[src/include/amo_settings.svh]
`ifndef AMO_SETTINGS_SVH
`define AMO_SETTINGS_SVH

`define AMO_XLEN         32
`define AMO_TAG_WIDTH    4
`define AMO_REG_WIDTH    5
`define AMO_MEM_WORDS    64
`define AMO_VADDR_LIMIT  256  // First faulting address.
`define AMO_MEM_LATENCY  3

`define AMO_EXC_WIDTH    4
`define AMO_EXC_NONE     4'd0
`define AMO_EXC_LAM      4'd4
`define AMO_EXC_SAM      4'd6
`define AMO_EXC_LPF      4'd13
`define AMO_EXC_SPF      4'd15

`endif

[src/source/amo_pkg.sv]
package amo_pkg;

    // Operation encoding as carried on issue_op.
    typedef enum logic [3:0] {
        AMO_LR   = 4'd0,
        AMO_SC   = 4'd1,
        AMO_SWAP = 4'd2,
        AMO_ADD  = 4'd3,
        AMO_XOR  = 4'd4,
        AMO_AND  = 4'd5,
        AMO_OR   = 4'd6,
        AMO_MIN  = 4'd7,
        AMO_MAX  = 4'd8,
        AMO_MINU = 4'd9,
        AMO_MAXU = 4'd10
    } amo_op_t;

    typedef enum logic [2:0] {
        IDLE,
        COMMIT_WAIT,
        TRANSLATE,
        CACHE,
        WB
    } amo_state_t;

endpackage

[src/source/amo_datapath.sv]
`timescale 1ns/1ns
`include "amo_settings.svh"

module amo_datapath (
    input  logic                      clk,
    input  logic                      rst,
    input  logic                      capture,
    input  amo_pkg::amo_op_t          issue_op,
    input  logic [`AMO_XLEN-1:0]      issue_addr,
    input  logic [`AMO_XLEN-1:0]      issue_data,
    input  logic [`AMO_REG_WIDTH-1:0] issue_rd,
    input  logic                      issue_we,
    input  logic [`AMO_TAG_WIDTH-1:0] issue_tag,
    input  logic                      fault_seen,
    input  logic                      mem_exec,
    input  logic [`AMO_XLEN-1:0]      mem_rdata,
    output logic [`AMO_TAG_WIDTH-1:0] held_tag,
    output amo_pkg::amo_op_t          held_op,
    output logic [`AMO_XLEN-1:0]      held_addr,
    output logic [`AMO_XLEN-1:0]      held_data,
    output logic                      misaligned,
    output logic [`AMO_TAG_WIDTH-1:0] wb_tag,
    output logic [`AMO_REG_WIDTH-1:0] wb_rd,
    output logic                      wb_we,
    output logic [`AMO_XLEN-1:0]      wb_data,
    output logic [`AMO_EXC_WIDTH-1:0] wb_exc
);
    logic [`AMO_REG_WIDTH-1:0] held_rd;
    logic                      held_we;
    logic [`AMO_XLEN-1:0]      result;
    logic                      is_lr;
    logic                      exc_hit;

    assign misaligned = (held_addr[1:0] != 2'b00);
    assign is_lr      = (held_op == amo_pkg::AMO_LR);

    always_comb begin
        if (misaligned) begin
            wb_exc = is_lr ? `AMO_EXC_LAM : `AMO_EXC_SAM;  // Checked first.
        end else if (fault_seen) begin
            wb_exc = is_lr ? `AMO_EXC_LPF : `AMO_EXC_SPF;
        end else begin
            wb_exc = `AMO_EXC_NONE;
        end
    end

    assign exc_hit = (wb_exc != `AMO_EXC_NONE);
    assign wb_tag  = held_tag;
    assign wb_rd   = held_rd;
    assign wb_we   = held_we && !exc_hit;
    assign wb_data = exc_hit ? '0 : result;

    always_ff @(posedge clk or negedge rst) begin
        if (!rst) begin
            held_addr <= '0;
            held_we   <= 1'b0;
            result    <= '0;
        end else begin
            if (capture) begin
                held_addr <= issue_addr;
                held_we   <= issue_we;
            end
            if (mem_exec) begin
                result <= mem_rdata;
            end
        end
    end

    always_ff @(posedge clk) begin
        if (capture) begin
            held_tag  <= issue_tag;
            held_op   <= issue_op;
            held_data <= issue_data;
            held_rd   <= issue_rd;
        end
    end

endmodule

[config.mk]
export PLATFORM = sky130hd
export DESIGN_NAME = amo_datapath
export DESIGN_NICKNAME = d
export VERILOG_FILES = /design/src/source/amo_pkg.sv /design/src/source/amo_datapath.sv
export VERILOG_INCLUDE_DIRS = /design/src /design/src/include
export SDC_FILE = /design/constraint.sdc
export NUM_CORES = 1
export LEC_CHECK = 0
export BUFFER_PORTS_ARGS = -buffer_cell sky130_fd_sc_hd__buf_4
export CORE_ASPECT_RATIO = 0.6
export CORE_UTILIZATION = 39
export CTS_CLUSTER_SIZE = 12
export DETAILED_ROUTE_END_ITERATION = 8
export HOLD_SLACK_MARGIN = 0.08
export PLACE_DENSITY = 0.71
export SLEW_MARGIN = 30
export SYNTH_ARGS = -nofsm -noshare
export SYNTH_HDL_FRONTEND = slang
export SYNTH_SLANG_ARGS = --single-unit
[constraint.sdc]
create_clock -name clk -period 3.2 [get_ports clk]
set_input_delay 0.64 -clock clk [delete_from_list [all_inputs] [get_ports clk]]
set_output_delay 0.64 -clock clk [all_outputs]
set_load 0.02 [all_outputs]
After elaboration in Yosys (flattened, before gate mapping):

Index checks and enable logic that the tools add are counted.

* muxes and demuxes: 5
* reductions and logical operators: 5

Operator list (count)
* 32-bit two-way mux: 1
* 4-bit two-way mux: 2
* 4-bit logical NOT: 1
* 2-bit two-way mux: 2
* 4-bit nonzero test: 1
* 2-bit nonzero test: 1
* 1-bit logical AND: 1
* 1-bit logical NOT: 1

* flip-flop bits (word level): 110
* output and inout port bits: 119

Depth between registers and ports, before layout:

* depth in word-level cells: 7
* mapped depth: 3
* depth with buffers taken out: 2

Worst setup path before layout:

OpenSTA, ideal clock, no wires.

* kind: register to output
* from: register held_addr[1]
* to: output port wb_exc[3]
* data required time: 2560 ps
* slack: 1132 ps
* arrival time: 1428 ps
* cell stages (with the launch flop): 4
* path through: dfrtp_1 or2_2 nor2_1 buf_4

* cells in the longest elaborated chain, start to end: 2

RTL lines
* start: declaration: line amo_datapath.sv:19 `` output logic [`AMO_XLEN-1:0] held_addr, ``
* start signal: assignment: line amo_datapath.sv:60 `held_addr <= issue_addr;`
* 2-bit nonzero test: line amo_datapath.sv:34 `assign misaligned = (held_addr[1:0] != 2'b00);`
* net misaligned: line amo_datapath.sv:21 `output logic misaligned,`
* 4-bit two-way mux: line amo_datapath.sv:38 `if (misaligned) begin`
* end: declaration: line amo_datapath.sv:26 `` output logic [`AMO_EXC_WIDTH-1:0] wb_exc ``

The timed path passes the listed nets, and every way through them passes these cells.

Worst setup path after layout:

* from: register held_addr[1]
* to: output port wb_data[1]

* cells in the longest elaborated chain, start to end: 4

RTL lines
* 2-bit nonzero test: line amo_datapath.sv:34
* 4-bit two-way mux: line amo_datapath.sv:38
* 4-bit nonzero test (no line)
* 32-bit two-way mux: line amo_datapath.sv:51 `assign wb_data = exc_hit ? '0 : result;`
* end: declaration: line amo_datapath.sv:25 `` output logic [`AMO_XLEN-1:0] wb_data, ``

No other way between the ends.

==> flow_metrics.tcl <==
set metrics [dict create \
    status "complete, no violations" \
    hp-class "input pin to asynchronous set/reset pin" \
    worstReg2RegEnd "held_addr[0]$_DFFE_PN0P_" \
    vdd_drop_max_v 0.0003082 \
    synth_area_per_cell_sq_um 17.85 \
    end_kind "primary output" \
    grt_max_degree 73 \
    p_leak_uw 0.002876 \
    hold_violations 0 \
    vias_per_cell 4.500 \
    n_antenna_cell 0 \
    grt_pass1_wl_mm 15.03 \
    final_area_sq_um 6212 \
    synthesis.area_sq_um 4123 \
    gp_congestion 0.8315 \
    drc 0 \
    cts_hold_buf 0 \
    start_util 0.4100 \
    start_kind "register" \
    drive_above_1_share 0.7002 \
    cp_num_cells 4 \
    synth_seq_area_share 0.7223 \
    overflow 0 \
    crit_start "held_addr[1]$_DFFE_PN0P_" \
    setup_viol 0 \
    die_h_um 81.64 \
    relSlewSlack 0.3988 \
    setup_tns_ps 0 \
    cts_buffers 9 \
    worstSetupEndpoint "wb_data[1]" \
    path_cells "nor3_4 -> buf_4 -> and2_2 -> buf_4" \
    r2r_cells 1 \
    grt_pass1_vias 2761 \
    path_common_cell "buf_4" \
    antenna_left 0 \
    ctsResizeCount 0 \
    syn_inst 231 \
    yosysWarnings 0 \
    regToRegSetupSlack_ps 2360 \
    yosys-top-cells-area "dfrtp_1, edfxtp_1, mux2_2" \
    core_area_sq_um 10050 \
    dpl-instance-area_sq_um 5914 \
    clk_path_buf_depth 2 \
    avgRoutedWirePerCell_um 16.95 \
    syn2layout_area_growth_pct 50.68 \
    post-route-min-period_ps 2265 \
    syn_nets 346 \
    cpPeakStageDelay_ps 450 \
    synth.distinct_cells 15 \
    numClockSinks 110 \
    period_share 0.7077 \
    cts_root_buffer "clkbuf_16" \
    critPathRequiredTime_ps 2560 \
    hpwl_mm 7.735 \
    critical-path-slowest-cell "dfrtp_1" \
    clk_pin_slew_ps 70 \
    die_area_sq_um 11000 \
    path_class "register to primary output" \
    post_cts_buffers 0 \
    crit_fanout 35 \
    drtIter0Drc 95 \
    synth_top_area_share 0.3945 \
    port_buffers 233 \
    synth-seq-cells 110 \
    crit_family "flip-flops" \
    fin_nets 577 \
    rsz0062_at_grt "false" \
    drv_cap 0 \
    yosysTopAreaCell "dfrtp_1" \
    vias 2709 \
    rows 28 \
    antenna_found_initial 0 \
    max_freq_mhz 441.6 \
    fin_worst_skew_ps 0 \
    clock_latency_ps 340 \
    reg2reg_from "held_addr[0]$_DFFE_PN0P_" \
    wl_mm 10.20 \
    slew_viol_final 0 \
    cts-htree-levels 3 \
    io_pins 234 \
    power_density_nw_per_um2 542.9 \
    crit_buf_inv 2 \
    cp.arrival_ps 1620 \
    worstMarginPinSlew_ps 901.8 \
    firstDrtPassIters 4 \
    cts_tree "done" \
    die_x_um 134.7 \
    groute.usage.overall 0.1868 \
]
-- layer usage --
| layer | wire, um | vias up | share of wire | GRT usage |
|---|---|---|---|---|
| met3 | 815 | 10 | 0.080 | 0.06543 |
| met4 | 80 | 0 | 0.0078 | 0.05730 |
| met1 | 4111 | 1325 | 0.40 | 0.2172 |
| met5 | 0 | - | 0 | 0 |
| li1 | - | 1266 | - | - |
| met2 | 5194 | 108 | 0.51 | 0.3294 |
-- layout make-up --
class                   count  area (sq um)
well taps                 135         168.9
clock inverters             7         72.57
multi-input cells         103         988.4
inverters                   2         7.507
flip-flops and latches    110          2978
clock buffers               9         225.2
fillers                   798          3842
repair buffers            236          1772
-- cell usage in the layout (no fill, tap or decap), drive strengths merged --
master / count
and2: 33
buf: 236
bufinv: 1
clkbuf: 9
clkinv: 3
clkinvlp: 1
dfrtp: 65
edfxtp: 45
inv: 4
mux2: 65
nor2: 2
nor3: 1
nor4: 1
or2: 1
-- kinds of logic (layout without fill, tap and decap cells) --
logic type / count (synthesis) / in the layout / share of synthesized area
DFF: 110 / 110 / 0.7223
muxes: 65 / 65 / 0.1775
and+or+nand+nor: 38 / 38 / 0.06222
buffers and inverters: 18 / 254 / 0.03794
-- worst min-delay path by stage --
| stage | from | endpoint | slack, ps | cells past startpoint |
|---|---|---|---|---|
| final | rst | result[11]$_DFFE_PN0P_ | 400 | 1 |
| after global routing | rst | result[15]$_DFFE_PN0P_ | 450 | 1 |
| after CTS | rst | result[24]$_DFFE_PN0P_ | 430 | 1 |
| after detailed placement | result[4]$_DFFE_PN0P_ | result[4]$_DFFE_PN0P_ | 470 | 1 |
| after global placement | result[4]$_DFFE_PN0P_ | result[4]$_DFFE_PN0P_ | 470 | 1 |
| after floorplan | rst | held_addr[0]$_DFFE_PN0P_ | 340 | 0 |
-- synth_stat cells --
| master | number |
|---|---|
| edfxtp_1 | 45 |
| buf_6 | 9 |
| buf_2 | 1 |
| inv_1 | 2 |
| and2_2 | 11 |
| nor2_1 | 2 |
| mux2_2 | 63 |
| or2_2 | 1 |
| mux2_1 | 2 |
| buf_4 | 5 |
| nor3_4 | 1 |
| clkbuf_2 | 1 |
| nor4_1 | 1 |
| dfrtp_1 | 65 |
| and2_1 | 22 |
-- through the flow --
| step | utilization | setup slack (ps) | hold slack (ps) | total power, uW | instances |
|---|---|---|---|---|---|
| finish | 0.6178 | 935.3 | 396.7 | 3372 | 602 |
| detailed placement | 0.5882 | 965.7 | 474.8 | 2303 | 586 |
| floorplan | - | 1132 | 344.4 | 1968 | 231 |
| global placement | 0.5882 | 1020 | 470.2 | 2288 | 586 |
| CTS | 0.6178 | 919.6 | 426.2 | 3420 | 602 |
| global route | 0.6178 | 813.6 | 446.8 | 3513 | 602 |
-- power by group --
group          switching [uW]  total (uW)  internal, uW
clock                     494        1100           610
combinational             293         604           311
sequential               60.7        1660          1600
-- state kept, by name (all words and copies together), names as in the netlist --
signal	flops
held_addr	32
held_data	32
held_op	4
held_tag	4
held_we	1
result	32
wb_rd	5
(Power assumes the default switching activity.)
