File: config.mk
export PLATFORM = sky130hd
export DESIGN_NAME = amo_mem
export DESIGN_NICKNAME = d
export VERILOG_FILES = /design/src/source/amo_pkg.sv /design/src/source/amo_mem.sv
export VERILOG_INCLUDE_DIRS = /design/src /design/src/include
export SDC_FILE = /design/constraint.sdc
export NUM_CORES = 2
export LEC_CHECK = 0
export ABC_AREA = 0
export BUFFER_PORTS_ARGS = -buffer_cell sky130_fd_sc_hd__buf_2
export CORE_MARGIN = 2
export CORE_UTILIZATION = 45
export DETAILED_ROUTE_END_ITERATION = 8
export PLACE_DENSITY = 0.64
export SYNTH_ARGS = -nofsm -noshare
export SYNTH_HDL_FRONTEND = slang
export SYNTH_SLANG_ARGS = --single-unit
File: constraint.sdc
create_clock -name clk -period 6.3 [get_ports clk]
set_clock_uncertainty 0.15 [all_clocks]
set_input_delay 1.26 -clock clk [delete_from_list [all_inputs] [get_ports clk]]
set_output_delay 1.26 -clock clk [all_outputs]
set_load 0.03 [all_outputs]
File: src/include/amo_settings.svh
`ifndef AMO_SETTINGS_SVH
`define AMO_SETTINGS_SVH

`define AMO_XLEN         32
`define AMO_TAG_WIDTH    4
`define AMO_REG_WIDTH    5
`define AMO_MEM_WORDS    64
`define AMO_VADDR_LIMIT  256  // First faulting address.
`define AMO_MEM_LATENCY  3

`define AMO_EXC_WIDTH    4
`define AMO_EXC_NONE     4'd0
`define AMO_EXC_LAM      4'd4
`define AMO_EXC_SAM      4'd6
`define AMO_EXC_LPF      4'd13
`define AMO_EXC_SPF      4'd15

`endif

File: src/source/amo_pkg.sv
package amo_pkg;

    // Operation encoding as carried on issue_op.
    typedef enum logic [3:0] {
        AMO_LR   = 4'd0,
        AMO_SC   = 4'd1,
        AMO_SWAP = 4'd2,
        AMO_ADD  = 4'd3,
        AMO_XOR  = 4'd4,
        AMO_AND  = 4'd5,
        AMO_OR   = 4'd6,
        AMO_MIN  = 4'd7,
        AMO_MAX  = 4'd8,
        AMO_MINU = 4'd9,
        AMO_MAXU = 4'd10
    } amo_op_t;

    typedef enum logic [2:0] {
        IDLE,
        COMMIT_WAIT,
        TRANSLATE,
        CACHE,
        WB
    } amo_state_t;

endpackage

File: src/source/amo_mem.sv
`timescale 1ns/1ns
`include "amo_settings.svh"

module amo_mem (
    input  logic                              clk,
    input  logic                              rst,
    input  logic                              mem_exec,
    input  logic [$clog2(`AMO_MEM_WORDS)-1:0] paddr,
    input  amo_pkg::amo_op_t                  held_op,
    input  logic [`AMO_XLEN-1:0]              held_data,
    output logic [`AMO_XLEN-1:0]              mem_rdata
);
    localparam int IDX_WIDTH = $clog2(`AMO_MEM_WORDS);

    logic [`AMO_XLEN-1:0]  mem [`AMO_MEM_WORDS];
    logic                  resv_valid;
    logic [IDX_WIDTH-1:0]  resv_idx;
    logic [`AMO_XLEN-1:0]  old_word;
    logic [`AMO_XLEN-1:0]  new_word;
    logic                  sc_ok;
    logic                  do_write;

    //////////////////////////////
    // Read-modify-write combine
    //////////////////////////////
    always_comb begin
        old_word = mem[paddr];
        sc_ok    = resv_valid && (resv_idx == paddr);
        case (held_op)
            amo_pkg::AMO_ADD:  new_word = old_word + held_data;
            amo_pkg::AMO_XOR:  new_word = old_word ^ held_data;
            amo_pkg::AMO_AND:  new_word = old_word & held_data;
            amo_pkg::AMO_OR:   new_word = old_word | held_data;
            amo_pkg::AMO_MIN:  new_word = ($signed(old_word) < $signed(held_data)) ?
                                          old_word : held_data;
            amo_pkg::AMO_MAX:  new_word = ($signed(old_word) > $signed(held_data)) ?
                                          old_word : held_data;
            amo_pkg::AMO_MINU: new_word = (old_word < held_data) ? old_word : held_data;
            amo_pkg::AMO_MAXU: new_word = (old_word > held_data) ? old_word : held_data;
            default:           new_word = held_data;  // SWAP and SC.
        endcase
    end

    assign do_write  = mem_exec && (held_op != amo_pkg::AMO_LR) &&
                       ((held_op != amo_pkg::AMO_SC) || sc_ok);
    assign mem_rdata = (held_op == amo_pkg::AMO_SC) ?
                       {{(`AMO_XLEN-1){1'b0}}, !sc_ok} : old_word;

    always_ff @(posedge clk or negedge rst) begin
        if (!rst) begin
            for (int i = 0; i < `AMO_MEM_WORDS; i++) begin
                mem[i] <= '0;
            end
            resv_valid <= 1'b0;
            resv_idx   <= '0;
        end else if (mem_exec) begin
            if (do_write) begin
                mem[paddr] <= new_word;
            end
            if (held_op == amo_pkg::AMO_LR) begin
                resv_valid <= 1'b1;
                resv_idx   <= paddr;
            end else if (held_op == amo_pkg::AMO_SC || resv_idx == paddr) begin
                resv_valid <= 1'b0;  // Consumed or overwritten.
            end
        end
    end

endmodule

Word-level counts from Yosys, hierarchy flattened --
Index checks and enable logic that the tools add are counted.
Storage, ports and cells: register bits after elaboration 2055, bits of input ports 45, word-level logic and storage cells 115
Cells by class: add/sub/neg operators 1, order comparisons 6, equal/unequal tests 11, muxes and demuxes 14, bitwise gates (word level) 4, reductions and logical operators 13
Operators with widths (number):
- 2048-bit bitwise mux | 1
- 32-bit 2-to-1 mux | 8
- 32-bit case mux with 8 select lines | 1
- 32-bit binary-select mux with 6-bit select | 1
- 32-bit demux with 6-bit select | 1
- 32-bit > comparator | 2
- 32-bit less-than comparator | 2
- 32-bit adder | 1
- 32-bit bitwise AND | 1
- 32-bit bitwise OR | 1
- 32-bit bitwise XOR | 1
- 4-bit by 3-bit equality test with 1-bit output (second input constant) | 4
- 4-bit equality test (second input constant) | 3
- 7-bit greater-or-equal comparator (second input constant) | 1
- 7-bit by 1-bit less-than comparator with 1-bit output (second input constant) | 1
- 6-bit inverter with 7-bit output | 1
- 6-bit equality test | 1
- 2-bit AND reduction | 3
- 4-bit by 1-bit equality test with 1-bit output (second input constant) | 1
- 4-bit by 2-bit equality test with 1-bit output (second input constant) | 1
- 1-bit logical AND | 4
- 4-bit logical NOT | 1
- 4-bit by 1-bit != test with 1-bit output (second input constant) | 1
- 4-bit nonzero test | 1
- other kinds (4) | 6

Depth between registers and ports, before layout --
word-level depth 8, mapped depth 28, depth with buffers taken out 19

Worst setup path before layout --
No wires, ideal clock.
path type in2reg, start input port paddr[0], end register mem[1778] (netlist name), setup time 0.125 ns, arrival time 6.475 ns, path slack -0.450 ns, cell stages on the path 24, cells stage by stage buf_4 > buf_6 > buf_6 > buf_6 > buf_2 > buf_4 > buf_2 > mux2_2 > a222oi_1 > a21oi_1 > nor4_2 > inv_1 > ha_1 > fa_1 > a211oi_1 > o21ai_0 > a41oi_1 > a21boi_0 > a41o_1 > a21oi_1 > xor2_1 > o221ai_2 > clkbuf_1 > mux2_2
On the way: word-level cells in the longest chain between the ends 8, elaborated cells on any way between the ends 28, those cells by class add/sub (1); order compare (6); eq/ne (1); mux (11); bitwise (4); reduce/logical (5)
RTL lines:
- start: declaration | RTL line amo_mem.sv:8 | input logic [$clog2(`AMO_MEM_WORDS)-1:0] paddr,
- 6-bit inverter with 7-bit output (not written as such) | RTL line amo_mem.sv:27, amo_mem.sv:58
- 32-bit binary-select mux with 6-bit select | RTL line amo_mem.sv:27 | old_word = mem[paddr];
- 32-bit 2-to-1 mux (not written as such) (2 in a row) | RTL line amo_mem.sv:27
- 32-bit > comparator, or another cell as far along | RTL line amo_mem.sv:39 | amo_pkg::AMO_MAXU: new_word = (old_word > held_data) ? old_word : held_data;
- 32-bit 2-to-1 mux (on tied branches)
- 32-bit case mux with 8 select lines | RTL line amo_mem.sv:29 | case (held_op)
- 2048-bit bitwise mux | RTL line amo_mem.sv:58 | mem[paddr] <= new_word;
- end signal: indexed assignment | RTL line amo_mem.sv:58
- end: declaration | RTL line amo_mem.sv:15 | logic [`AMO_XLEN-1:0] mem [`AMO_MEM_WORDS];
Parallel ways exist; a longest one is shown, timed or not. The select of a mux whose other input is x is not followed. A chain may end at the register's enable or synchronous reset.

Worst setup path in the final report --
start input port paddr[2], end register mem[1048] (netlist name)
The elaborated chain is that of the path after synthesis.

==> results.toml <==
[worst_setup_path]
r2r_slack_ns = 0.40
worst_path_most_repeated_cell = "buf_4"
critPathKind = "in2reg"
r2r_cells = 23
crit_fanout = 64
cp-start-kind = "input pin"
crit_family = "compound AO/OA/AOI/OAI gates"
cp.required_ns = 6.85
cp.depth = 26
crit_slowest_cell = "o41ai_4"
r2r-start = "mem[910]"
cp_slowest_stage_delay_ns = 0.47
path_buf_inv = 13
critPathCaptureType = "register"
regToRegEndpoint = "mem[1048]"
crit_arrival_ns = 6.95

[route]
wire_per_inst_um = 32.3
drt_first_pass_iters = 9
drcViolationCount = 0
vias = 77100
routed_via_density = 6.41
drt-initial-drc-count = 9594
ant_nets = 0
routed_wl_mm = 389

[hold_path]
worst_hold_path_type = "in2async"

[floorplan]
die_h_um = 469
dieWidth_um = 469
initial_utilization = 0.453
coreArea_um2 = 215000
die_area_um2 = 220000
rows = 170
ios = 77

[sta]
rsz0062_at_grt = "true"
worst_pin_slew_ns = 1.34
setup_viol_count_final = 102
slew_viol_final = 0
setup_slack_ns = -0.0997
fmax_ghz = 0.156
slew_headroom = 0.103
period_share = 1.02
min_period_ns = 6.40
finalHoldViolCount = 0

[synthesis]
synthArstFlopShare = 1.00
synth_fp_nets = 8298
synth_ff_type = "dfrtp_1"
syn_area_um2 = 97200
synth_seq_cells = 2055
yosysSeqAreaShare = 0.529
synthDistinctLibCells = 91
synthCells = 8156
avgSynthCellArea_um2 = 11.9
synth-edff-count = 0
yosys_warnings = 0

[grt]
grt_usage = 0.344
antenna_found_initial = 26
grt_pass1_vias = 76400
grt_pass1_wl_mm = 551
grt.overflow.total = 0
grt_max_degree = 190

[run_status]
failed_checks = "negative setup slack"
status = "complete, but fails checks"

[clocking]
cts_sinks = 2055
htree_levels = 4
ctsHoldBuffers = 0
clockRootBuffer = "clkbuf_16"
cts_tree = "yes"
numCtsBuffers = 211
ctsLongestPathBuffers = 3
clk-insertion-delay-late_ns = 0.91
clkTransAtPathRegs_ns = 0.06

[power_and_ir_drop]
ir_drop_mv = 0.237
powerDensity_nw_per_um2 = 307
power.total_mw = 37.1
power_leakage_nw = 56.0

[place]
gp_congestion = 0.992
port_buffers = 76
dp_hpwl_mm = 253
postPlaceCellArea_um2 = 110000

[flow_run]
maxCapViolCount = 0

[layout]
regArea_um2 = 51400
areaGrowthSynthToFinish_pct = 24.6
fillerInstances = 17500
multi_input_area_um2 = 44400
final_nets = 9145
postLayoutCellArea_um2 = 121000
drive_gt1_frac = 0.410
placed cells by master (no fill, tap or decap), types with 62 or more instances in the layout:
master and count:
dfrtp_1 2055, mux2_2 1527, buf_4 1020, nand2_1 826, o21ai_0 533, a22oi_1 251, clkbuf_16 228, buf_12 212
nor2_1 208, a21oi_1 194, a221oi_1 172, mux2i_1 170, o22ai_1 98, o41ai_1 98, ha_1 81, mux4_2 73
buf_2 72, inv_1 71, a221o_1 69, o22a_1 62
registers in the layout (all words and copies together) (netlist names):
name	cells
mem	2048
resv_valid	1
resv_idx	6
worst max-delay path by stage:
stage	startpoint	to	slack (ns)
detailed placement	paddr[0]	mem[1048]	-1.80
floorplan	paddr[0]	mem[1919]	-0.05
global placement	paddr[0]	mem[1272]	-1.78
finish	paddr[2]	mem[1048]	-0.1
CTS	paddr[2]	mem[1473]	-0.0004
global route	paddr[1]	mem[1048]	-0.12
cells by family (layout without fill, tap and decap cells):
family	Yosys count	count (layout)	share of synthesized area
AOI/OAI and AO/OA	1932	1932	0.138
xor gates and xnor gates	22	22	0.00198
adders and majority gates	97	97	0.0126
buffers and inverters	858	1883	0.0394
DFF	2055	2055	0.529
muxes	1831	1831	0.218
other	0	14	0
and+or+nand+nor	1361	1361	0.0603
where the power goes:
part	internal, mW	leakage, nW	switching [mW]
Clock	7.57	3.58	5.57
Sequential	15.0	27.7	0.985
Combinational	3.55	24.8	4.44
stage by stage:
stage	instances	TNS, ns	utilization	worst slack [ns]	hold WS, ns
final	12000	-1.62	0.565	-0.0997	0.132
after CTS	11900	-0.000353	0.554	-0.000353	0.0846
after global routing	12000	-1.53	0.564	-0.117	0.114
after detailed placement	11500	-3352.66	0.511	-1.80	0.303
after global placement	11500	-3381.45	0.511	-1.78	0.299
after floorplan	8156	-3.66	-	-0.0479	0.286
layout make-up:
cell class	instances	area share
Multi-Input combinational cell	5243	0.366
Antenna cell	14	0.000289
Clock buffer	323	0.0524
Timing Repair Buffer	1407	0.117
Inverter	85	0.00283
Clock inverter	68	0.00777
Sequential cell	2055	0.424
Tap cell	2838	0.0293
metal layers:
layer / up-vias / GRT usage / share of wire
li1: 31700 / - / -
met1: 40100 / 0.459 / 0.39
met2: 4308 / 0.516 / 0.44
met3: 1019 / 0.0919 / 0.11
met4: 20 / 0.180 / 0.061
met5: - / 0 / 0.00036
cells in the mapped netlist (18+ instances only):
| cell type | number | area [um^2] |
|---|---|---|
| dfrtp_1 | 2055 | 51400 |
| mux2_2 | 1540 | 17300 |
| nand2_1 | 837 | 3140 |
| o21ai_0 | 560 | 2800 |
| clkbuf_1 | 397 | 1490 |
| nor2_1 | 281 | 1050 |
| buf_2 | 279 | 1400 |
| a22oi_1 | 264 | 1980 |
| a221oi_1 | 227 | 1990 |
| a21oi_1 | 210 | 1050 |
| mux2i_1 | 172 | 1720 |
| o41ai_1 | 128 | 1120 |
| o22ai_1 | 101 | 632 |
| ha_1 | 96 | 1200 |
| inv_1 | 77 | 289 |
| mux4_2 | 73 | 1640 |
| a221o_1 | 69 | 691 |
| o22a_1 | 62 | 543 |
| a22o_1 | 60 | 526 |
| mux2_1 | 46 | 518 |
| buf_1 | 45 | 169 |
| nand3_1 | 43 | 215 |
| a31oi_1 | 39 | 244 |
| buf_4 | 34 | 255 |
| nand2b_1 | 29 | 181 |
| o211ai_1 | 23 | 173 |
| nor3_1 | 22 | 110 |
| a211oi_1 | 21 | 158 |
| and3_1 | 19 | 119 |
| buf_6 | 18 | 203 |
| nand4_1 | 18 | 113 |
| nor2b_1 | 18 | 113 |
timing repair:
item                                    in CTS  in global routing
gates resized for setup                    156                252
endpoints found under the setup margin    2051               2045
pin swaps                                   22                 62
gates cloned                                19                 18
setup buffers                               40                 77
Power figures use the tool's default switching activity.
