## config.mk

```make
export PLATFORM = sky130hd
export DESIGN_NAME = amo_translate
export DESIGN_NICKNAME = d
export VERILOG_FILES = /design/src/source/amo_translate.sv
export VERILOG_INCLUDE_DIRS = /design/src /design/src/include
export SDC_FILE = /design/constraint.sdc
export NUM_CORES = 1
export LEC_CHECK = 0
export BUFFER_PORTS_ARGS = -buffer_cell sky130_fd_sc_hd__buf_2
export CAP_MARGIN = 20
export CORE_AREA = 4 4 41 43
export DETAILED_ROUTE_END_ITERATION = 8
export DIE_AREA = 0 0 45 47
export REMOVE_ABC_BUFFERS = 1
export SLEW_MARGIN = 0
export SYNTH_ARGS = -nofsm -noshare
export SYNTH_HDL_FRONTEND = slang
export SYNTH_SLANG_ARGS = --single-unit
```

## constraint.sdc

```tcl
create_clock -name clk -period 0.8 [get_ports clk]
set_input_delay 0.04 -clock clk [delete_from_list [all_inputs] [get_ports clk]]
set_output_delay 0.04 -clock clk [all_outputs]
set_load 0.01 [all_outputs]
```

## src/include/amo_settings.svh

```systemverilog
`ifndef AMO_SETTINGS_SVH
`define AMO_SETTINGS_SVH

`define AMO_XLEN         32
`define AMO_TAG_WIDTH    4
`define AMO_REG_WIDTH    5
`define AMO_MEM_WORDS    64
`define AMO_VADDR_LIMIT  256  // First faulting address.
`define AMO_MEM_LATENCY  3

`define AMO_EXC_WIDTH    4
`define AMO_EXC_NONE     4'd0
`define AMO_EXC_LAM      4'd4
`define AMO_EXC_SAM      4'd6
`define AMO_EXC_LPF      4'd13
`define AMO_EXC_SPF      4'd15

`endif

```

## src/source/amo_translate.sv

```systemverilog
`timescale 1ns/1ns
`include "amo_settings.svh"

module amo_translate (
    input  logic                                 clk,
    input  logic                                 rst,
    input  logic                                 xlat_req,
    input  logic [`AMO_XLEN-1:0]                 held_addr,
    output logic                                 xlat_valid,
    output logic                                 xlat_fault,
    output logic [$clog2(`AMO_MEM_WORDS)-1:0]    paddr
);
    localparam int IDX_WIDTH = $clog2(`AMO_MEM_WORDS);

    logic page_fault;

    assign page_fault = (held_addr >= `AMO_XLEN'(`AMO_VADDR_LIMIT));

    //////////////////////////////
    // Fixed one-cycle lookup
    //////////////////////////////
    always_ff @(posedge clk or negedge rst) begin
        if (!rst) begin
            xlat_valid <= 1'b0;
            xlat_fault <= 1'b0;
        end else begin
            xlat_valid <= xlat_req;
            if (xlat_req) begin
                xlat_fault <= page_fault;
            end
        end
    end

    always_ff @(posedge clk) begin
        if (xlat_req) begin
            paddr <= held_addr[IDX_WIDTH+1:2];  // Word index.
        end
    end

endmodule

```

## Word level (Yosys, flattened, before mapping)

Index checks and enable logic that the tools add are counted.

- Register bits: 8
- Input bits: 35

- $lt $le $gt $ge: 1

Operator list:

| kind | count |
|---|---|
| greater-or-equal comparator 32 x 9 -> 1 bit (second input constant) | 1 |

## Longest topological paths before layout

Gate-level depths: netlist of the first run.

- Depth in word-level cells: 1
- Mapped depth: 3
- Mapped depth without buffers: 3

## Least setup slack after synthesis of the first run

OpenSTA, ideal clock, no wires.

- Path kind: flip-flop to flip-flop
- Start: reg xlat_fault (netlist name)
- End: reg xlat_fault
- Arrival time: 0.596 ns
- Data required time: 0.679 ns
- Path slack: 0.083 ns
- Stages on the path, launching flop included: 2
- Path buffers: 0
- Cells stage by stage: dfrtp_1 -> o22a_1

RTL lines:

| what | line | RTL |
|---|---|---|
| end signal: assignment | amo_translate.sv:29 | `xlat_fault <= page_fault;` |
| end: declaration | amo_translate.sv:10 | `output logic xlat_fault,` |

## Worst setup path in the final report of the first run

- Start: reg xlat_fault
- End: out xlat_fault

No word-level cell between the ends.

==> results of run 1 <==
sequential cells by signal, indices dropped and copies added (netlist names):
register	cells
xlat_valid	1
xlat_fault	1
paddr	6
routing by layer:
metal	track usage [%]	up-vias	part of all wire (%)	wire (µm)
met5	0	-	0	0
met4	8.772	0	1.3	13
met3	4.598	2	21	208
met2	17.23	41	42	418
met1	11.32	153	36	364
li1	-	178	-	-
stage by stage:
| step | setup slack (ns) | std cells | util, % |
|---|---|---|---|
| finish | -0.005560 | 84 | 48.46 |
| global route | -0.04308 | 84 | 48.46 |
| CTS | -0.02123 | 84 | 47.98 |
| detailed placement | -0.06353 | 74 | 40.87 |
| global placement | -0.04776 | 74 | 40.87 |
| floorplan | 0.08282 | 18 | - |
layout by cell type, fill, tap and decap left out, drive strengths merged:
master       count
o22a             1
clkbuf           3
edfxtp           6
nor4             4
nand3            1
dlygate4sd3      7
buf             41
nand4            1
dfrtp            2
nor3             1
nor2             1
nor4b            1
repair_timing:
action,CTS,global route
setup buffers,0,0
resized for setup,0,1
hold buffers,7,0
setup endpoints to repair,2,7
hold endpoints to repair,8,0
layout make-up:
class                      instances  area share, %
timing repair buffer              48          45.04
sequential                         8          36.51
multi-input combinational         10          11.90
clock buffer                       3          3.571
tap                               15          2.976
cell families after synthesis:
group / count (synthesis) / synth area share, %
AND/OR/NAND/NOR: 9 / 21.72
AO/OA/AOI/OAI: 1 / 2.869
flip-flops: 8 / 75.41
report_power, final:
| group | switching [W] | internal [W] |
|---|---|---|
| Clock | 0.000124 | 0.000171 |
| Combinational | 0.0000650 | 0.000106 |
| Sequential | 0.00000607 | 0.000478 |
worst min-delay path by stage:
stage	start	slack, ns	to	cells after the start
final	xlat_req	0.08	xlat_valid	2
after global routing	xlat_req	0.09	xlat_valid	2
after CTS	xlat_req	0.08	xlat_valid	2
after detailed placement	rst	-0.17	xlat_fault	1
after global placement	rst	-0.17	xlat_fault	1
after floorplan	rst	-0.26	xlat_fault	0
==> out/qor.yml, run 1 <==
run_status:
  outcome: "finished with violations"
  failing_checks: "setup timing"
synth:
  seq_area_frac_synth_pct: 75.41
  synth.top_cells.by_area: "edfxtp_1 59%, dfrtp_1 16%, nor4_1 6.1%"
  syn-instance-count: 18
  synth_warnings: 0
  ys.flop_type: "edfxtp_1"
  synth.lib_cells_used.distinct: 10
  ys_async_sr_fraction_pct: 25.00
  mappedNetlistArea_um2: 305.3
  yosys.area.top_type_share_pct: 59.02
  synthDominantAreaCellType: "edfxtp_1"
  synth_most_common_cell: "edfxtp_1"
  synth_enable_flop_cells: 6
  yosys_register_bits: 8
  syn_avg_cell_area_um2: 16.96
  synth.top_cells.by_count: "6 x edfxtp_1, 3 x nor4_1, 2 x dfrtp_1"
detailed_routing:
  drt_first_pass_iters: 2
  iteration_0_drc_count_of_the_detailed_router: 1
  detail-route-antenna-nets: 0
  drcViolationCount: 0
  vias: 374
  vias_per_cell: 4.452
  avgRoutedWirePerCell_um: 11.95
  routed_wirelength_um: 1004
floorplan:
  num_rows: 13
  dieHeight_um: 47
  ios: 43
  die_width_um: 45
  starting_utilization_of_the_core_area_pct: 23.46
  area_of_the_core_region_um2: 1301
  die-area_um2: 2115
worst_setup_path:
  critical_path_arrival_ns: 0.77
  path_cells: "buf_2"
  cp-start-kind: "flop"
  worstSetupEndpoint: "xlat_fault"
  reg2reg_from: "xlat_fault"
  setup_slack_on_the_worst_flop_to_flop_path_ns: 0.10
  cpLargestDelayFamily: "flip-flops"
  critPathSlowestCell: "dfrtp_1"
  r2r.worst_path.cells: 1
  crit_type: "reg2out"
  path_max_fanout: 2
  cp_num_cells: 1
  crit_required_ns: 0.76
  regToRegEndpoint: "xlat_fault"
  critPathCaptureType: "output port"
  critical_path.n_buffers_inverters: 1
  start_point_of_the_critical_path: "xlat_fault"
  timing.critical_path.slowest_cell_delay_ns: 0.38
pwr:
  power.leakage_nw: 0.2935
  maximum_ir_drop_on_the_vdd_rail_mv: 0.5754
  cellPowerDensity_nw_per_um2: 1506
  p_total_w: 0.0009495
layout:
  multi_input_area_um2: 75.07
  num_antenna_cells: 0
  final.fill_count: 133
  drive_above_1_share_pct: 66.67
  syn_to_final_growth_pct: 106.6
  post_route_cell_area_um2: 630.6
  regArea_um2: 230.2
  nets: 106
placed_design:
  placed_cell_area_um2: 531.8
  routability_congestion_estimate_from_global_placement: 0.6576
  detailed_place_hpwl_um: 871.7
  buffer_ports.inserted: 40
timing:
  final_worst_setup_slack_ns: -0.005560
  timing_hold_violations_final: 0
  setup_viol: 1
  slew-limit-headroom_pct: 84.47
  maxClockFrequency_ghz: 1.241
  finalCritPeriodShare_pct: 100.7
  hold_slack_ns: 0.08181
  period_needed_ns: 0.8056
  worst_pin_slew_ns: 0.2309
  finClkSkew_ns: 0
  final_max_slew_viol_count: 0
  tns_ns: -0.005560
  unrepaired_setup_endpoints_after_global_routing: "yes"
worst_hold_path:
  min-delay-path-class: "in2reg"
clock_tree:
  tritoncts.num_buffers: 3
  cts_tree: "done"
  clockBufferDepth: 2
  cell_at_the_root_of_the_clock_tree: "clkbuf_4"
  cts_sinks: 8
  insertion_delay_of_the_later_clocked_pin_in_the_worst_skew_pair_ns: 0.24
  clk_pin_slew_worst_paths_ns: 0.05
  ctsHtreeMaxLevel: 1
global_routing:
  grt_pass1_vias: 404
  grt_usage_pct: 10.88
  wire_length_of_the_first_global_routing_pass_um: 1518
  grt_antenna_before_repair: 0
  globalRoute.totalOverflow: 0
  grt_max_degree: 9
flow_run:
  max_cap_viol_count: 0
No activity file was read; power rests on OpenSTA's default activity.
==> inputs of run 2 (changes only) <==
- MAX_ROUTING_LAYER: not set -> met4
==> out/qor.yml, run 2 (synthesized netlist as in run 1, its figures left out) <==
worst_setup_path:
  critical_path.n_buffers_inverters: 1  # unchanged
  cp-start-kind: "flop"
  path_max_fanout: 2  # unchanged
  reg2reg_from: "xlat_fault"
  critical_path_arrival_ns: 0.77  # about the same
  setup_slack_on_the_worst_flop_to_flop_path_ns: 0.10  # about the same
  timing.critical_path.slowest_cell_delay_ns: 0.38  # about the same
  crit_required_ns: 0.76  # about the same
  path_cells: "buf_2"
  crit_type: "reg2out"
  cpLargestDelayFamily: "flip-flops"
  critPathSlowestCell: "dfrtp_1"
  r2r.worst_path.cells: 1  # unchanged
  critPathCaptureType: "output port"
  regToRegEndpoint: "xlat_fault"
pwr:
  combPwrFrac_pct: 18.1  # about the same
  cellPowerDensity_nw_per_um2: 1501  # -0.29%
  power.leakage_nw: 0.2935  # unchanged
  p_seq_share_pct: 51.1  # about the same
  power_frac_clock_pct: 30.8  # -0.2 points
  internal_power_w: 0.0007548  # about the same
  swShare_pct: 20.28  # -0.22 points
  p_sw_w: 0.0001920  # -1.4%
  maximum_ir_drop_on_the_vdd_rail_mv: 0.5747  # -0.13%
floorplan:
  dieHeight_um: 47  # unchanged
  die_width_um: 45  # unchanged
  die-area_um2: 2115  # unchanged
  num_rows: 13  # unchanged
  starting_utilization_of_the_core_area_pct: 23.46  # unchanged
  ios: 43  # unchanged
  area_of_the_core_region_um2: 1301  # unchanged
clock_tree:
  cell_at_the_root_of_the_clock_tree: "clkbuf_4"
  tritoncts.num_buffers: 3  # unchanged
  cts_tree: "done"
  clk_pin_slew_worst_paths_ns: 0.05  # about the same
  ctsHtreeMaxLevel: 1  # unchanged
  insertion_delay_of_the_later_clocked_pin_in_the_worst_skew_pair_ns: 0.24  # about the same
  clockBufferDepth: 2  # unchanged
  cts_sinks: 8  # unchanged
  post_cts_buffers: 0  # unchanged
detailed_routing:
  vias_per_cell: 4.452  # unchanged
  iteration_0_drc_count_of_the_detailed_router: 1  # unchanged
  drcViolationCount: 0  # unchanged
  drt_first_pass_iters: 2  # unchanged
  routed_wirelength_um: 1001  # -0.30%
  avgRoutedWirePerCell_um: 11.92  # -0.30%
  vias: 374  # unchanged
  detail-route-antenna-nets: 0  # unchanged
run_status:
  failing_checks: "setup timing"
  outcome: "finished with violations"
timing:
  maxClockFrequency_ghz: 1.240  # about the same
  hold_slack_ns: 0.08262  # +0.0008054 ns
  final_max_slew_viol_count: 0  # unchanged
  final_worst_setup_slack_ns: -0.006327  # -0.0007672 ns
  finalCritPeriodShare_pct: 100.8  # about the same
  worst_pin_slew_ns: 0.2294  # -0.001490 ns
  slew-limit-headroom_pct: 84.57  # +0.10 points
  timing_hold_violations_final: 0  # unchanged
  setup_viol: 1  # unchanged
  period_needed_ns: 0.8063  # +0.0007672 ns
  unrepaired_setup_endpoints_after_global_routing: "yes"
  finClkSkew_ns: 0  # unchanged
worst_hold_path:
  worst_hold_path.num_cells: 2  # unchanged
  min-delay-path-class: "in2reg"
  min-delay-start: "xlat_req"
  hold-path-endpoint: "xlat_valid"
layout:
  final_cell_mix: "39 x buf_2, 7 x dlygate4sd3_1, 6 x edfxtp_1"
  final_core_util_pct: 48.46  # unchanged
  post_route_cell_area_um2: 630.6  # unchanged
  layout_commonest_cell: "buf_2"
  top_register: "paddr"
  reg_top3: "paddr x6, xlat_fault x1, xlat_valid x1"
  drive_above_1_share_pct: 66.67  # unchanged
  largest_register_ffs: 6  # unchanged
  syn_to_final_growth_pct: 106.6  # unchanged
  num_antenna_cells: 0  # unchanged
  nets: 106  # unchanged
  final.fill_count: 133  # unchanged
global_routing:
  grt_pass1_vias: 403  # -0.25%
  grt_antenna_before_repair: 0  # unchanged
  grt_max_degree: 9  # unchanged
  wire_length_of_the_first_global_routing_pass_um: 1524  # +0.40%
  globalRoute.totalOverflow: 0  # unchanged
  grt_usage_pct: 11.24  # +0.36 points
flow_run:
  max_cap_viol_count: 0  # unchanged
placed_design:
  placed_cell_area_um2: 531.8  # unchanged
  detailed_place_hpwl_um: 871.7  # unchanged
  buffer_ports.inserted: 40  # unchanged
  routability_congestion_estimate_from_global_placement: 0.6637  # +0.93%
[run 2: repair_timing]
item | 4_1_cts | 5_1_grt
resized for setup | 0 | 1
hold buffers | 7 | 0
endpoints found under the hold margin | 8 | 0
setup endpoints to repair | 2 | 7
[run 2: through the flow]
stage          cells   TNS [ns]  total power [W]  worst slack [ns]
4_1_cts           84   -0.02926        0.0009613          -0.02123
3_3_place_gp      74   -0.04776        0.0006326          -0.04776
3_5_place_dp      74   -0.06353        0.0006365          -0.06353
2_1_floorplan     18          0        0.0005175           0.08282
6_report          84  -0.006327        0.0009467         -0.006327
5_1_grt           84    -0.1573        0.0009976          -0.04308
[run 2: worst max-delay path by stage]
stage | start | cells after the start | to
6_report | xlat_fault | 1 | xlat_fault
5_1_grt | xlat_fault | 1 | xlat_fault
4_1_cts | xlat_fault | 1 | xlat_fault
3_5_place_dp | held_addr[19] | 4 | xlat_fault
3_3_place_gp | held_addr[19] | 4 | xlat_fault
2_1_floorplan | xlat_fault | 1 | xlat_fault
[run 2: routing by layer]
| layer | vias up | GRT usage, % | share of wire [%] |
|---|---|---|---|
| met2 | 41 | 17.23 | 41 |
| li1 | 178 | - | - |
| met3 | 2 | 3.831 | 20 |
| met4 | 0 | 8.772 | 1.7 |
| met1 | 153 | 11.79 | 37 |
| met5 | - | - | 0 |
[run 2: layout make-up]
cell class                      count  area, µm²  share of cell area (%)
Clock buffer                        3      22.52                   3.571
Multi-Input combinational cell     10      75.07                   11.90
Sequential cell                     8      230.2                   36.51
Tap cell                           15      18.77                   2.976
Timing Repair Buffer               48      284.0                   45.04
[run 2: power groups by stage]
| stage | clock network (W) | registers, W | logic (W) |
|---|---|---|---|
| after floorplan | 0 | 0.000508 | 0.00000909 |
| after global placement | 0 | 0.000491 | 0.000142 |
| after detailed placement | 0 | 0.000492 | 0.000145 |
| after CTS | 0.000306 | 0.000484 | 0.000172 |
| after global routing | 0.000322 | 0.000487 | 0.000189 |
| final | 0.000292 | 0.000484 | 0.000171 |
==> inputs of run 3 (changes only) <==
- PLACE_DENSITY: not set -> 0.69
==> out/qor.yml, run 3 (synthesized netlist as in run 1, its figures left out) <==
run_status:
  failing_checks: "setup timing"
  outcome: "finished with violations"
worst_setup_path:
  critical_path_arrival_ns: 0.77  # about the same
  cp_num_cells: 1  # unchanged
  path_max_fanout: 2  # unchanged
  timing.critical_path.slowest_cell_delay_ns: 0.38  # about the same
  critPathCaptureType: "output port"
  cpLargestDelayFamily: "flip-flops"
  critPathSlowestCell: "dfrtp_1"
  crit_type: "reg2out"
  r2r.worst_path.cells: 1  # unchanged
  critical_path.n_buffers_inverters: 1  # unchanged
  crit_required_ns: 0.76  # about the same
  cp-start-kind: "flop"
  path_cells: "buf_2"
layout:
  syn_to_final_growth_pct: 104.5
  drive_above_1_share_pct: 66.67  # unchanged
  layout_commonest_cell: "buf_2"
  top_register: "paddr"
  final_cell_mix: "40 x buf_2, 7 x dlygate4sd3_1, 6 x edfxtp_1"
  nets: 106  # unchanged
  largest_register_ffs: 6  # unchanged
  num_antenna_cells: 0  # unchanged
  regArea_um2: 230.2  # unchanged
  reg_top3: "paddr x6, xlat_fault x1, xlat_valid x1"
  final_core_util_pct: 47.98  # -0.48 points
  multi_input_area_um2: 75.07  # unchanged
  final.fill_count: 124  # -6.8%
pwr:
  cellPowerDensity_nw_per_um2: 1504  # +0.19%
  p_total_w: 0.0009391  # -0.80%
  power.leakage_nw: 0.2914  # -0.72%
  maximum_ir_drop_on_the_vdd_rail_mv: 0.5482  # -4.6%
worst_hold_path:
  worst_hold_path.num_cells: 2  # unchanged
  min-delay-path-class: "in2reg"
clock_tree:
  tritoncts.num_buffers: 3  # unchanged
  insertion_delay_of_the_later_clocked_pin_in_the_worst_skew_pair_ns: 0.25  # about the same
  cell_at_the_root_of_the_clock_tree: "clkbuf_4"
  cts_tree: "done"
  clockBufferDepth: 2  # unchanged
  clk_pin_slew_worst_paths_ns: 0.05  # about the same
  ctsHtreeMaxLevel: 1  # unchanged
  cts_sinks: 8  # unchanged
  post_cts_buffers: 0  # unchanged
flow_run:
  max_cap_viol_count: 0  # unchanged
timing:
  setup_viol: 1  # unchanged
  finClkSkew_ns: 0  # unchanged
  finalCritPeriodShare_pct: 100.8  # about the same
  worst_pin_slew_ns: 0.3100  # +0.08059 ns
  maxClockFrequency_ghz: 1.240  # about the same
  timing_hold_violations_final: 0  # unchanged
  final_max_slew_viol_count: 0  # unchanged
  slew-limit-headroom_pct: 79.14  # -5.4 points
  unrepaired_setup_endpoints_after_global_routing: "yes"
  final_worst_setup_slack_ns: -0.006758  # -0.0004306 ns
  period_needed_ns: 0.8068  # +0.0004306 ns
global_routing:
  grt_pass1_vias: 360  # -11%
  globalRoute.totalOverflow: 0  # unchanged
  grt_antenna_before_repair: 0  # unchanged
  grt_max_degree: 9  # unchanged
  grt_usage_pct: 9.835  # -1.4 points
  wire_length_of_the_first_global_routing_pass_um: 1317  # -14%
placed_design:
  buffer_ports.inserted: 40  # unchanged
  routability_congestion_estimate_from_global_placement: 0.6641  # about the same
floorplan:
  area_of_the_core_region_um2: 1301  # unchanged
  num_rows: 13  # unchanged
  ios: 43  # unchanged
  dieHeight_um: 47  # unchanged
  die-area_um2: 2115  # unchanged
  die_width_um: 45  # unchanged
  starting_utilization_of_the_core_area_pct: 23.46  # unchanged
detailed_routing:
  drcViolationCount: 0  # unchanged
  route.layer.met1.wl_um: 367  # -1.6%
  top_layer_used: "met3"
  iteration_0_drc_count_of_the_detailed_router: 0  # -1
  met3RoutedLength_um: 204  # +3.0%
  wl_met2_um: 386  # -6.3%
  drt_first_pass_iters: 1  # -1
  vias_per_cell: 4.238  # -4.8%
  avgRoutedWirePerCell_um: 11.40  # -4.3%
  routed_wirelength_um: 958  # -4.3%
  detail-route-antenna-nets: 0  # unchanged
  vias: 356  # -4.8%
run 3: cell type report:
| class | count | share of cell area [%] |
|---|---|---|
| Tap cell | 15 | 3.006 |
| Sequential cell | 8 | 36.87 |
| Timing Repair Buffer | 48 | 44.49 |
| Clock buffer | 3 | 3.607 |
| Multi-Input combinational cell | 10 | 12.02 |
run 3: path summary, 6_finish.rpt:
check | startpoint | endpoint | slack (ns)
worst max-delay path | xlat_fault | xlat_fault | -0.007
worst min-delay path | xlat_req | xlat_valid | 0.08
worst max register to register | xlat_fault | xlat_fault | 0.10
worst min register to register | xlat_fault | xlat_fault | 0.52
max in group asynchronous | rst | xlat_valid | 0.58
min in group asynchronous | rst | xlat_fault | 0.11
run 3: what timing repair did:
item	4_1_cts	5_1_grt
hold buffers	7	0
hold endpoints to repair	8	0
resized for setup	0	0
setup endpoints to repair	1	7
run 3: routing by layer:
metal  vias up  track usage [%]
met1       134            8.962
met3         0            3.831
li1        181                -
met2        41            16.67
met5         -                -
met4         0            7.018
run 3: per-stage QoR:
| stage | area (µm²) | setup TNS (ns) | hold slack (ns) | setup WS (ns) | cells |
|---|---|---|---|---|---|
| floorplan | 305.3 | 0 | -0.2556 | 0.08282 | 18 |
| global placement | 531.8 | -0.1031 | -0.1672 | -0.1031 | 74 |
| detailed placement | 531.8 | -0.1225 | -0.1651 | -0.1225 | 74 |
| CTS | 624.3 | -0.02089 | 0.07530 | -0.02089 | 84 |
| global route | 624.3 | -0.1461 | 0.07875 | -0.04622 | 84 |
| finish | 624.3 | -0.006758 | 0.07752 | -0.006758 | 84 |
run 3: power by group:
group,leakage [nW],total [W],switching (W),internal (W)
registers,0.0791,0.000483,0.00000539,0.000478
clock network,0.0138,0.000288,0.000118,0.000170
logic,0.198,0.000167,0.0000640,0.000103
total,0.291,0.000939,0.000187,0.000752
